<file path="config.mk">
export PLATFORM = sky130hd
export DESIGN_NAME = kdi_top
export DESIGN_NICKNAME = d
export VERILOG_FILES = /design/src/kdi_pkg.sv /design/src/kdi_ctrl_if.sv /design/src/kdi_req_arb.sv /design/src/kdi_datapath.sv /design/src/kdi_ctrl_fsm.sv /design/src/kdi_top.sv
export SDC_FILE = /design/constraint.sdc
export NUM_CORES = 1
export LEC_CHECK = 0
export BUFFER_PORTS_ARGS = -buffer_cell sky130_fd_sc_hd__buf_2
export CAP_MARGIN = 20
export CORE_AREA = 8 8 423 425
export CTS_CLUSTER_SIZE = 28
export DETAILED_ROUTE_END_ITERATION = 8
export DIE_AREA = 0 0 431 433
export GPL_TIMING_DRIVEN = 0
export PLACE_DENSITY_LB_ADDON = 0.12
export SLEW_MARGIN = 40
export SYNTH_ARGS = -nofsm -noshare
export SYNTH_HDL_FRONTEND = slang
export SYNTH_SLANG_ARGS = --single-unit
export TNS_END_PERCENT = 50
</file>
<file path="constraint.sdc">
create_clock -name clk_i -period 4.2 [get_ports clk_i]
set_input_delay 0.63 -clock clk_i [delete_from_list [all_inputs] [get_ports clk_i]]
set_output_delay 0.63 -clock clk_i [all_outputs]
set_load 0.01 [all_outputs]
</file>
<file path="src/kdi_pkg.sv">
/*
 * Shared widths, digest command and selector encodings, and the request
 * bundle of the scrambling-key derivation unit
 */
package kdi_pkg;

  ////////////////////////////////////////////////////////////////////////////
  // Widths
  ////////////////////////////////////////////////////////////////////////////

  // One digest block
  localparam int BlockWidth = 64;
  // Derived key, two digest blocks
  localparam int KeyWidth = 128;
  // Key seed, four digest blocks
  localparam int SeedWidth = 256;
  // Entropy word, same size as one block
  localparam int EdnWidth = 64;
  // Nonce register size in entropy words
  localparam int NonceWords = 2;
  localparam int NonceWidth = NonceWords * EdnWidth;
  // Flash data, flash address and SRAM requesters
  localparam int NumReq = 3;
  localparam int ReqIdxWidth = $clog2(NumReq);
  // Seed block and entropy word counters
  localparam int CntWidth = 2;

  ////////////////////////////////////////////////////////////////////////////
  // Encodings
  ////////////////////////////////////////////////////////////////////////////

  // Command to the digest engine
  typedef enum logic [1:0] {
    DigestInit,
    LoadShadow,
    Digest,
    DigestFinalize
  } kdi_cmd_e;

  // Selects the digest constants inside the engine
  typedef enum logic [1:0] {
    FlashDataKey,
    FlashAddrKey,
    SramDataKey
  } kdi_sel_e;

  // Everything the FSM and datapath need to know about one request
  typedef struct packed {
    // Mix two entropy words into each key half
    logic                                  ingest_entropy;
    kdi_sel_e                              digest_sel;
    // Index of the last nonce word to fetch
    logic [CntWidth-1:0]                   nonce_last;
    // Seed is forced to zero when this is low
    logic                                  seed_valid;
    logic [SeedWidth/BlockWidth-1:0][BlockWidth-1:0] seed;
  } kdi_req_cfg_t;

endpackage

</file>
<file path="src/kdi_ctrl_if.sv">
/*
 * Control bundle between the derivation FSM and the datapath.
 * The FSM drives enables and clears, the datapath returns its counters
 */
`timescale 1ns/1ns

interface kdi_ctrl_if;

  // Seed block counter
  logic                         seed_clr;
  logic                         seed_inc;
  // Entropy and nonce word counter
  logic                         ent_clr;
  logic                         ent_inc;
  // Output register enables
  logic                         key_en;
  logic                         nonce_en;
  logic                         seed_valid_en;
  // Digest data comes from the entropy words instead of the seed
  logic                         sel_entropy;
  // Counter values back from the datapath
  logic [kdi_pkg::CntWidth-1:0] seed_cnt;
  logic [kdi_pkg::CntWidth-1:0] ent_cnt;

  modport fsm (
    output seed_clr, seed_inc, ent_clr, ent_inc,
    output key_en, nonce_en, seed_valid_en, sel_entropy,
    input  seed_cnt, ent_cnt
  );

  modport dp (
    input  seed_clr, seed_inc, ent_clr, ent_inc,
    input  key_en, nonce_en, seed_valid_en, sel_entropy,
    output seed_cnt, ent_cnt
  );

endinterface

</file>
<file path="src/kdi_req_arb.sv">
/*
 * Round-robin arbiter with a locked grant. The winner's payload is
 * forwarded until the consumer signals ready, which pulses the grant
 */
`timescale 1ns/1ns

module kdi_req_arb #(
  parameter type T = logic
) (
  input  logic                       clk_i,
  input  logic                       rst_ni,
  input  logic [kdi_pkg::NumReq-1:0] req_i,
  input  T                           cfg_i [kdi_pkg::NumReq],
  output logic [kdi_pkg::NumReq-1:0] gnt_o,
  output logic                       valid_o,
  output T                           cfg_o,
  input  logic                       ready_i
);

  logic [kdi_pkg::ReqIdxWidth-1:0] ptr_q;
  logic [kdi_pkg::ReqIdxWidth-1:0] idx_q;
  logic [kdi_pkg::ReqIdxWidth-1:0] win_idx;
  logic [kdi_pkg::ReqIdxWidth-1:0] cur_idx;
  logic                            lock_q;

  // Search upward from the pointer, wrapping at NumReq
  always_comb begin : p_search
    int  cand;
    logic found;
    win_idx = ptr_q;
    found   = 1'b0;
    for (int i = 0; i < kdi_pkg::NumReq; i++) begin
      cand = int'(ptr_q) + i;
      if (cand >= kdi_pkg::NumReq) begin
        cand = cand - kdi_pkg::NumReq;
      end
      if (!found && req_i[cand]) begin
        win_idx = kdi_pkg::ReqIdxWidth'(cand);
        found   = 1'b1;
      end
    end
  end

  // Once chosen, the grant stays put until ready
  assign cur_idx = lock_q ? idx_q : win_idx;
  assign valid_o = lock_q | (|req_i);
  assign cfg_o   = cfg_i[cur_idx];

  always_comb begin
    gnt_o = '0;
    if (ready_i) begin
      gnt_o[cur_idx] = 1'b1;
    end
  end

  always_ff @(posedge clk_i or negedge rst_ni) begin
    if (!rst_ni) begin
      ptr_q  <= '0;
      idx_q  <= '0;
      lock_q <= 1'b0;
    end else if (ready_i) begin
      lock_q <= 1'b0;
      // Next search starts just above the served requester
      if (int'(cur_idx) == kdi_pkg::NumReq - 1) begin
        ptr_q <= '0;
      end else begin
        ptr_q <= cur_idx + 1'b1;
      end
    end else if (!lock_q && valid_o) begin
      lock_q <= 1'b1;
      idx_q  <= win_idx;
    end
  end

endmodule

</file>
<file path="src/kdi_datapath.sv">
/*
 * Seed and entropy counters, key, nonce and seed-valid output registers,
 * and the block mux feeding the digest engine
 */
`timescale 1ns/1ns

module kdi_datapath (
  input  logic                            clk_i,
  input  logic                            rst_ni,
  kdi_ctrl_if.dp                          ctrl,
  input  kdi_pkg::kdi_req_cfg_t           cfg_i,
  input  logic [kdi_pkg::EdnWidth-1:0]    edn_data_i,
  input  logic [kdi_pkg::BlockWidth-1:0]  scrmbl_rsp_data_i,
  output logic [kdi_pkg::BlockWidth-1:0]  scrmbl_data_o,
  output logic [kdi_pkg::KeyWidth-1:0]    key_o,
  output logic [kdi_pkg::NonceWidth-1:0]  nonce_o,
  output logic                            seed_valid_o
);

  logic [kdi_pkg::CntWidth-1:0] seed_cnt_q;
  logic [kdi_pkg::CntWidth-1:0] ent_cnt_q;
  logic [kdi_pkg::KeyWidth/kdi_pkg::BlockWidth-1:0][kdi_pkg::BlockWidth-1:0] key_q;
  logic [kdi_pkg::NonceWords-1:0][kdi_pkg::EdnWidth-1:0] nonce_q;
  logic seed_valid_q;

  ////////////////////////////////////////////////////////////////////////////
  // Counters
  ////////////////////////////////////////////////////////////////////////////

  always_ff @(posedge clk_i or negedge rst_ni) begin
    if (!rst_ni) begin
      seed_cnt_q <= '0;
      ent_cnt_q  <= '0;
    end else begin
      if (ctrl.seed_clr) begin
        seed_cnt_q <= '0;
      end else if (ctrl.seed_inc) begin
        seed_cnt_q <= seed_cnt_q + 1'b1;
      end
      if (ctrl.ent_clr) begin
        ent_cnt_q <= '0;
      end else if (ctrl.ent_inc) begin
        ent_cnt_q <= ent_cnt_q + 1'b1;
      end
    end
  end

  assign ctrl.seed_cnt = seed_cnt_q;
  assign ctrl.ent_cnt  = ent_cnt_q;

  ////////////////////////////////////////////////////////////////////////////
  // Output registers
  ////////////////////////////////////////////////////////////////////////////

  always_ff @(posedge clk_i or negedge rst_ni) begin
    if (!rst_ni) begin
      key_q        <= '0;
      nonce_q      <= '0;
      seed_valid_q <= 1'b0;
    end else begin
      // Upper seed bit tells which key half the digest belongs to
      if (ctrl.key_en) begin
        key_q[seed_cnt_q[1]] <= scrmbl_rsp_data_i;
      end
      // Also parks the entropy words ingested for the SRAM key
      if (ctrl.nonce_en) begin
        nonce_q[ent_cnt_q[0]] <= edn_data_i;
      end
      if (ctrl.seed_valid_en) begin
        seed_valid_q <= cfg_i.seed_valid;
      end
    end
  end

  assign key_o        = key_q;
  assign nonce_o      = nonce_q;
  assign seed_valid_o = seed_valid_q;

  ////////////////////////////////////////////////////////////////////////////
  // Digest data mux
  ////////////////////////////////////////////////////////////////////////////

  // An invalid seed goes out as zero
  always_comb begin
    if (ctrl.sel_entropy) begin
      scrmbl_data_o = nonce_q[ent_cnt_q[0]];
    end else if (cfg_i.seed_valid) begin
      scrmbl_data_o = cfg_i.seed[seed_cnt_q];
    end else begin
      scrmbl_data_o = '0;
    end
  end

endmodule

</file>
<file path="src/kdi_ctrl_fsm.sv">
/*
 * Derivation sequencing FSM. Drives the digest engine, entropy fetches
 * and the datapath controls, and acks the arbiter when a key is ready
 */
`timescale 1ns/1ns

module kdi_ctrl_fsm (
  input  logic                  clk_i,
  input  logic                  rst_ni,
  input  logic                  kdi_en_i,
  input  logic                  escalate_i,
  // Arbitrated request
  input  logic                  valid_i,
  input  kdi_pkg::kdi_req_cfg_t cfg_i,
  output logic                  ready_o,
  kdi_ctrl_if.fsm               ctrl,
  // Entropy source
  input  logic                  edn_ack_i,
  output logic                  edn_req_o,
  // Digest engine mutex
  input  logic                  mtx_gnt_i,
  output logic                  mtx_req_o,
  // Digest engine
  input  logic                  scrmbl_ready_i,
  input  logic                  scrmbl_rsp_valid_i,
  output logic                  scrmbl_valid_o,
  output kdi_pkg::kdi_cmd_e     scrmbl_cmd_o,
  output kdi_pkg::kdi_sel_e     scrmbl_sel_o,
  output logic                  fsm_err_o
);

  typedef enum logic [3:0] {
    ResetSt,
    IdleSt,
    ClrSt,
    LoadSt,
    FetchEntSt,
    LoadEntSt,
    FinSt,
    WaitSt,
    FetchNonceSt,
    FinishSt,
    ErrorSt
  } state_e;

  state_e state_d, state_q;
  logic   edn_req_d, edn_req_q;

  assign edn_req_o    = edn_req_q;
  assign scrmbl_sel_o = cfg_i.digest_sel;

  always_comb begin : p_fsm
    state_d   = state_q;
    fsm_err_o = 1'b0;
    ready_o   = 1'b0;
    // An open entropy request survives until acked, even into error
    edn_req_d = edn_req_q & ~edn_ack_i;

    ctrl.seed_clr      = 1'b0;
    ctrl.seed_inc      = 1'b0;
    ctrl.ent_clr       = 1'b0;
    ctrl.ent_inc       = 1'b0;
    ctrl.key_en        = 1'b0;
    ctrl.nonce_en      = 1'b0;
    ctrl.seed_valid_en = 1'b0;
    ctrl.sel_entropy   = 1'b0;

    mtx_req_o      = 1'b0;
    scrmbl_valid_o = 1'b0;
    scrmbl_cmd_o   = kdi_pkg::LoadShadow;

    unique case (state_q)
      // Wait for enable after the OTP partitions come up
      ResetSt: begin
        if (kdi_en_i) begin
          state_d = IdleSt;
        end
      end
      IdleSt: begin
        if (valid_i) begin
          state_d       = ClrSt;
          ctrl.seed_clr = 1'b1;
          ctrl.ent_clr  = 1'b1;
        end
      end
      // Revert the digest to its IV, only once the mutex is ours
      ClrSt: begin
        mtx_req_o      = 1'b1;
        scrmbl_valid_o = mtx_gnt_i;
        scrmbl_cmd_o   = kdi_pkg::DigestInit;
        if (mtx_gnt_i && scrmbl_ready_i) begin
          state_d = LoadSt;
        end
      end
      // Even block is shadow-loaded, odd block triggers the digest
      LoadSt: begin
        mtx_req_o      = 1'b1;
        scrmbl_valid_o = 1'b1;
        if (ctrl.seed_cnt[0]) begin
          scrmbl_cmd_o = kdi_pkg::Digest;
          if (scrmbl_ready_i) begin
            state_d = cfg_i.ingest_entropy ? FetchEntSt : FinSt;
          end
        end else if (scrmbl_ready_i) begin
          ctrl.seed_inc = 1'b1;
        end
      end
      // Two fresh words for this key half
      FetchEntSt: begin
        mtx_req_o = 1'b1;
        edn_req_d = 1'b1;
        if (edn_ack_i) begin
          ctrl.nonce_en = 1'b1;
          if (ctrl.ent_cnt == 2'd1) begin
            edn_req_d    = 1'b0;
            ctrl.ent_clr = 1'b1;
            state_d      = LoadEntSt;
          end else begin
            ctrl.ent_inc = 1'b1;
          end
        end
      end
      LoadEntSt: begin
        mtx_req_o        = 1'b1;
        ctrl.sel_entropy = 1'b1;
        scrmbl_valid_o   = 1'b1;
        if (ctrl.ent_cnt[0]) begin
          scrmbl_cmd_o = kdi_pkg::Digest;
          if (scrmbl_ready_i) begin
            ctrl.ent_clr = 1'b1;
            state_d      = FinSt;
          end
        end else if (scrmbl_ready_i) begin
          ctrl.ent_inc = 1'b1;
        end
      end
      FinSt: begin
        mtx_req_o      = 1'b1;
        scrmbl_valid_o = 1'b1;
        scrmbl_cmd_o   = kdi_pkg::DigestFinalize;
        if (scrmbl_ready_i) begin
          state_d = WaitSt;
        end
      end
      // Result is one key half; after the first, start over from the IV
      WaitSt: begin
        mtx_req_o = 1'b1;
        if (scrmbl_rsp_valid_i) begin
          ctrl.key_en = 1'b1;
          if (ctrl.seed_cnt == 2'd1) begin
            ctrl.seed_inc = 1'b1;
            state_d       = ClrSt;
          end else begin
            ctrl.seed_clr      = 1'b1;
            ctrl.seed_valid_en = 1'b1;
            state_d            = FetchNonceSt;
          end
        end
      end
      // Mutex is released here
      FetchNonceSt: begin
        edn_req_d = 1'b1;
        if (edn_ack_i) begin
          ctrl.nonce_en = 1'b1;
          if (ctrl.ent_cnt == cfg_i.nonce_last) begin
            edn_req_d    = 1'b0;
            ctrl.ent_clr = 1'b1;
            state_d      = FinishSt;
          end else begin
            ctrl.ent_inc = 1'b1;
          end
        end
      end
      // Ack the requester through the arbiter
      FinishSt: begin
        ready_o = 1'b1;
        state_d = IdleSt;
      end
      // Terminal
      ErrorSt: begin
        fsm_err_o = 1'b1;
      end
      default: begin
        state_d   = ErrorSt;
        fsm_err_o = 1'b1;
      end
    endcase

    // Escalation wins over any other transition
    if (escalate_i) begin
      state_d   = ErrorSt;
      fsm_err_o = 1'b1;
    end
  end

  always_ff @(posedge clk_i or negedge rst_ni) begin
    if (!rst_ni) begin
      state_q   <= ResetSt;
      edn_req_q <= 1'b0;
    end else begin
      state_q   <= state_d;
      edn_req_q <= edn_req_d;
    end
  end

endmodule

</file>
<file path="src/kdi_top.sv">
/*
 * Scrambling-key derivation unit. Three requesters share one derivation
 * engine through a round-robin arbiter and an external digest engine
 */
`timescale 1ns/1ns

module kdi_top (
  input  logic                           clk_i,
  input  logic                           rst_ni,
  input  logic                           kdi_en_i,
  input  logic                           escalate_i,
  // Requesters
  input  logic                           flash_data_req_i,
  input  logic                           flash_addr_req_i,
  input  logic                           sram_req_i,
  output logic                           flash_data_ack_o,
  output logic                           flash_addr_ack_o,
  output logic                           sram_ack_o,
  // Seeds from OTP
  input  logic                           seed_valid_i,
  input  logic [kdi_pkg::SeedWidth-1:0]  flash_data_seed_i,
  input  logic [kdi_pkg::SeedWidth-1:0]  flash_addr_seed_i,
  input  logic [kdi_pkg::KeyWidth-1:0]   sram_seed_i,
  // Results, shared by all requesters
  output logic [kdi_pkg::KeyWidth-1:0]   key_o,
  output logic [kdi_pkg::NonceWidth-1:0] nonce_o,
  output logic                           seed_valid_o,
  output logic                           fsm_err_o,
  // Entropy
  output logic                           edn_req_o,
  input  logic                           edn_ack_i,
  input  logic [kdi_pkg::EdnWidth-1:0]   edn_data_i,
  // Digest engine and its mutex
  output logic                           mtx_req_o,
  input  logic                           mtx_gnt_i,
  output logic                           scrmbl_valid_o,
  input  logic                           scrmbl_ready_i,
  output kdi_pkg::kdi_cmd_e              scrmbl_cmd_o,
  output kdi_pkg::kdi_sel_e              scrmbl_sel_o,
  output logic [kdi_pkg::BlockWidth-1:0] scrmbl_data_o,
  input  logic                           scrmbl_rsp_valid_i,
  input  logic [kdi_pkg::BlockWidth-1:0] scrmbl_rsp_data_i
);

  logic [kdi_pkg::NumReq-1:0] req;
  logic [kdi_pkg::NumReq-1:0] gnt;
  kdi_pkg::kdi_req_cfg_t      req_cfg [kdi_pkg::NumReq];
  kdi_pkg::kdi_req_cfg_t      cfg;
  logic                       req_valid;
  logic                       req_ready;

  ////////////////////////////////////////////////////////////////////////////
  // Request mapping
  ////////////////////////////////////////////////////////////////////////////

  // Index order sets the round-robin order after reset
  assign req = {sram_req_i, flash_addr_req_i, flash_data_req_i};

  assign flash_data_ack_o = gnt[0];
  assign flash_addr_ack_o = gnt[1];
  assign sram_ack_o       = gnt[2];

  // Flash data key with a two-word nonce
  assign req_cfg[0] = '{ingest_entropy: 1'b0,
                        digest_sel:     kdi_pkg::FlashDataKey,
                        nonce_last:     2'd1,
                        seed_valid:     seed_valid_i,
                        seed:           flash_data_seed_i};
  // Flash address key, one nonce word only
  assign req_cfg[1] = '{ingest_entropy: 1'b0,
                        digest_sel:     kdi_pkg::FlashAddrKey,
                        nonce_last:     2'd0,
                        seed_valid:     seed_valid_i,
                        seed:           flash_addr_seed_i};
  // SRAM key mixes in entropy and uses its short seed for both halves
  assign req_cfg[2] = '{ingest_entropy: 1'b1,
                        digest_sel:     kdi_pkg::SramDataKey,
                        nonce_last:     2'd1,
                        seed_valid:     seed_valid_i,
                        seed:           {sram_seed_i, sram_seed_i}};

  ////////////////////////////////////////////////////////////////////////////
  // Arbiter, FSM and datapath
  ////////////////////////////////////////////////////////////////////////////

  kdi_ctrl_if u_ctrl_if ();

  kdi_req_arb #(
    .T (kdi_pkg::kdi_req_cfg_t)
  ) u_req_arb (
    .clk_i   (clk_i),
    .rst_ni  (rst_ni),
    .req_i   (req),
    .cfg_i   (req_cfg),
    .gnt_o   (gnt),
    .valid_o (req_valid),
    .cfg_o   (cfg),
    .ready_i (req_ready)
  );

  kdi_ctrl_fsm u_ctrl_fsm (
    .clk_i              (clk_i),
    .rst_ni             (rst_ni),
    .kdi_en_i           (kdi_en_i),
    .escalate_i         (escalate_i),
    .valid_i            (req_valid),
    .cfg_i              (cfg),
    .ready_o            (req_ready),
    .ctrl               (u_ctrl_if),
    .edn_ack_i          (edn_ack_i),
    .edn_req_o          (edn_req_o),
    .mtx_gnt_i          (mtx_gnt_i),
    .mtx_req_o          (mtx_req_o),
    .scrmbl_ready_i     (scrmbl_ready_i),
    .scrmbl_rsp_valid_i (scrmbl_rsp_valid_i),
    .scrmbl_valid_o     (scrmbl_valid_o),
    .scrmbl_cmd_o       (scrmbl_cmd_o),
    .scrmbl_sel_o       (scrmbl_sel_o),
    .fsm_err_o          (fsm_err_o)
  );

  kdi_datapath u_datapath (
    .clk_i             (clk_i),
    .rst_ni            (rst_ni),
    .ctrl              (u_ctrl_if),
    .cfg_i             (cfg),
    .edn_data_i        (edn_data_i),
    .scrmbl_rsp_data_i (scrmbl_rsp_data_i),
    .scrmbl_data_o     (scrmbl_data_o),
    .key_o             (key_o),
    .nonce_o           (nonce_o),
    .seed_valid_o      (seed_valid_o)
  );

endmodule

</file>
==> flow_metrics.tcl <==
set metrics [dict create \
    antenna_left 0 \
    synthesis.instances 1646 \
    cap_violations 0 \
    synth_area_leaders "dfrtp_1 40%, mux2_2 19%, o221ai_1 6.6%" \
    path_delay_family "compound AO/OA/AOI/OAI gates" \
    worstPathArrival_ns 3.91 \
    power.density_mw_per_mm2 345 \
    track_usage_pct 19.2 \
    io_buffers 1111 \
    status "complete, but fails checks" \
    viasPerCell 3.97 \
    fin_crit_ns 4.54 \
    slowest_delay_ns 0.47 \
    clkTransAtPathRegs_ns 0.06 \
    synth_ff_type "dfrtp_1" \
    yosysTopAreaCell "dfrtp_1" \
    regArea_mm2 0.00678 \
    async_flop_share_pct 100 \
    start_util_pct 9.72 \
    cp-startpoint "u_req_arb.ptr_q[1]" \
    peakVddDrop_mv 0.253 \
    drc_errors 0 \
    synth.distinct_cells 62 \
    fmax_ghz 0.220 \
    worst_slew_margin_rel_pct 38.3 \
    yosys_warnings 0 \
    crit_chain "inv_2, ha_4, and2b_4, o31ai_4, nand2_2, a2111oi_4, a211oi_4, or3_4, buf_12, buf_12, a211oi_4, a211o_1, buf_6" \
    clk_latency_ns 0.61 \
    syn2layout_area_growth_pct 86.4 \
    finClkSkew_ns 0.0183 \
    hold_class "in2reg" \
    path_max_fanout 5 \
    gp_congestion 0.895 \
    synth_top_area_share_pct 40.4 \
    dp_cells 5101 \
    drtIter0Drc 1393 \
    cts_tree "built" \
    io_pins 1112 \
    ys_ff_latch 271 \
    wl_um 191000 \
    vias 20900 \
    finalHoldViolCount 0 \
    finalHoldWorstSlack_ns 0.270 \
    die-area_mm2 0.187 \
    clkSinkCount 271 \
    timing.rr.start "u_ctrl_fsm.state_q[2]" \
    core_area_mm2 0.172 \
    worst_setup_path_end_kind "output port" \
    hpwl_um 164000 \
    synth_commonest_cells "278 x mux2_2, 271 x dfrtp_1, 155 x o21ai_0" \
    layout.cells.non_filler 5271 \
    numCtsBuffers 42 \
    grt_pass1_vias 21700 \
    grt_antenna_before_repair 98 \
    period_share_pct 108 \
    synth-edff-count 0 \
    drv_slew 0 \
    nets 3672 \
    fillers 19400 \
    worst_slack_ns -0.345 \
    avgSynthCellArea_um2 10.2 \
    power.static_leakage_nw 14.6 \
    htreeDepth 2 \
    tightestPinTransition_ns 0.926 \
    grt_max_degree 62 \
    path_buf_inv 4 \
    drive_gt1_share_pct 66.2 \
    setup_viol 64 \
    grt_pass1_wl_um 238000 \
    syn-cell-area_mm2 0.0168 \
    min_from "edn_data_i[26]" \
    crit_path_start_kind "register" \
    slowest_stage "dfrtp_2" \
    wl_per_cell_um 36.3 \
    dr.pass1.iters 8 \
    multi_input_area_mm2 0.0112 \
    synth_seq_area_share_pct 40.4 \
    std_cell_rows 153 \
    synth_fp_nets 2432 \
    yosysMostFrequentCell "mux2_2" \
    cp.required_ns 3.57 \
    grt_overflow 0 \
    violations "negative setup slack" \
    grt_setup_unrepaired "true" \
    clockBufferDepth 3 \
    die_w_um 431 \
    die_h_um 433 \
    crit_type "reg2out" \
    cts_root_buffer "clkbuf_16" \
]
## metal layers
layer / track usage (%) / vias to the layer above / wire [um]
met3: 6.56 / 246 / 16800
li1: - / 8977 / -
met4: 4.71 / 34 / 5970
met1: 21.8 / 10600 / 71400
met2: 34.6 / 1046 / 97000
met5: 0 / - / 217
## sequential cells by signal, indices dropped and copies added (netlist names)
signal / count
u_ctrl_fsm.edn_req_o: 1
u_ctrl_fsm.state_q: 4
u_datapath.ctrl.ent_cnt: 2
u_datapath.ctrl.seed_cnt: 2
u_datapath.key_o: 128
u_datapath.nonce_o: 128
u_datapath.seed_valid_o: 1
u_req_arb.idx_q: 2
u_req_arb.lock_q: 1
u_req_arb.ptr_q: 2
## report_power, final
| group | switching, mW | leakage [nW] | internal (mW) |
|---|---|---|---|
| sequential | 0.0636 | 3.74 | 2.68 |
| clock | 1.49 | 0.715 | 2.32 |
| combinational | 2.57 | 10.1 | 1.64 |
## path summary, 6_finish.rpt
path / to / slack (ns) / depth (start not counted)
max reg2reg: u_datapath.nonce_o[111] / 0.88 / 7
min in group asynchronous: u_datapath.key_o[96] / 0.53 / 2
max in group asynchronous: u_ctrl_fsm.state_q[0] / 2.53 / 4
min: u_datapath.nonce_o[26] / 0.27 / 2
max: scrmbl_data_o[60] / -0.34 / 13
min reg2reg: u_datapath.key_o[56] / 0.50 / 1
## layout make-up
class                   instances  share of cell area, %
multi-input cells            1195                   35.8
repair buffers               1197                   22.5
flip-flops and latches        271                   21.7
well taps                    2325                   9.31
plain buffers                 168                   5.55
clock buffers                  63                   4.03
clock inverters                11                  0.708
diodes                         30                  0.240
inverters                      11                  0.148
## per-stage QoR
step                      area (um^2)  power (mW)  utilization [%]  setup WS, ns  setup TNS [ns]
after floorplan                 16800        3.89                -         0.757               0
after CTS                       30300        10.8             17.6        -0.477          -20.94
after global placement          25200        5.98             14.6         -3.94        -1166.02
final                           31300        10.8             18.1        -0.345          -13.71
after detailed placement        25900        6.07             15.0         -1.62          -69.85
after global routing            31200        11.3             18.1        -0.517          -25.25
## layout by cell type (no fill, tap or decap), types with 7 or more instances in the layout
| cell | count |
|---|---|
| buf_4 | 51 |
| mux2_2 | 278 |
| o221ai_1 | 70 |
| buf_16 | 21 |
| o22ai_2 | 7 |
| clkbuf_16 | 58 |
| clkbuf_1 | 36 |
| a211oi_1 | 16 |
| o21ai_2 | 7 |
| o221ai_2 | 46 |
| diode_2 | 30 |
| o22a_1 | 16 |
| buf_12 | 33 |
| o311ai_4 | 14 |
| nor2b_1 | 8 |
| nor2_1 | 125 |
| mux2i_1 | 39 |
| o21ai_0 | 129 |
| o32ai_2 | 10 |
| a211o_4 | 11 |
| a21oi_4 | 8 |
| clkbuf_4 | 26 |
| o32ai_1 | 19 |
| o21ai_1 | 16 |
| a211oi_4 | 29 |
| inv_1 | 8 |
| buf_2 | 1083 |
| a311o_1 | 16 |
| a211o_1 | 38 |
| o221ai_4 | 11 |
| nand2_1 | 33 |
| clkbuf_2 | 36 |
| clkbuf_8 | 24 |
| buf_6 | 53 |
| dfrtp_1 | 269 |
| a211oi_2 | 26 |
| a21oi_2 | 9 |
| a21oi_1 | 81 |
| o22ai_1 | 14 |
## worst register-to-register path, stage by stage, from the launching register on
cell and delay [ns]:
dfrtp_1 0.36, clkbuf_1 0.41, nor2b_1 0.20, o211ai_1 0.53
or2_2 0.26, clkbuf_2 0.41, buf_2 0.58, mux2_2 0.44
## cell families (layout without fill, tap and decap cells)
kind of cell             Yosys count  count (layout)  synth area share, %
AO/OA/AOI/OAI                    640             640                 27.3
multiplexers                     325             325                 21.5
flip-flops                       271             271                 40.4
AND/OR/NAND/NOR                  222             222                 5.70
buffers and inverters            180            1450                 4.51
adder cells (fa/ha/maj)            6               6                0.448
XOR/XNOR                           2               2                0.104
other                              0              30                    0
## repair_timing
| action | CTS | global route |
|---|---|---|
| pin swaps | 62 | 65 |
| endpoints found under the setup margin | 69 | 64 |
| setup buffers | 41 | 17 |
| resized for setup | 548 | 120 |
| hold buffers | 1 | 0 |
| hold endpoints to repair | 48 | 0 |
| gates cloned | 3 | 5 |
Power figures use the tool's default switching activity.
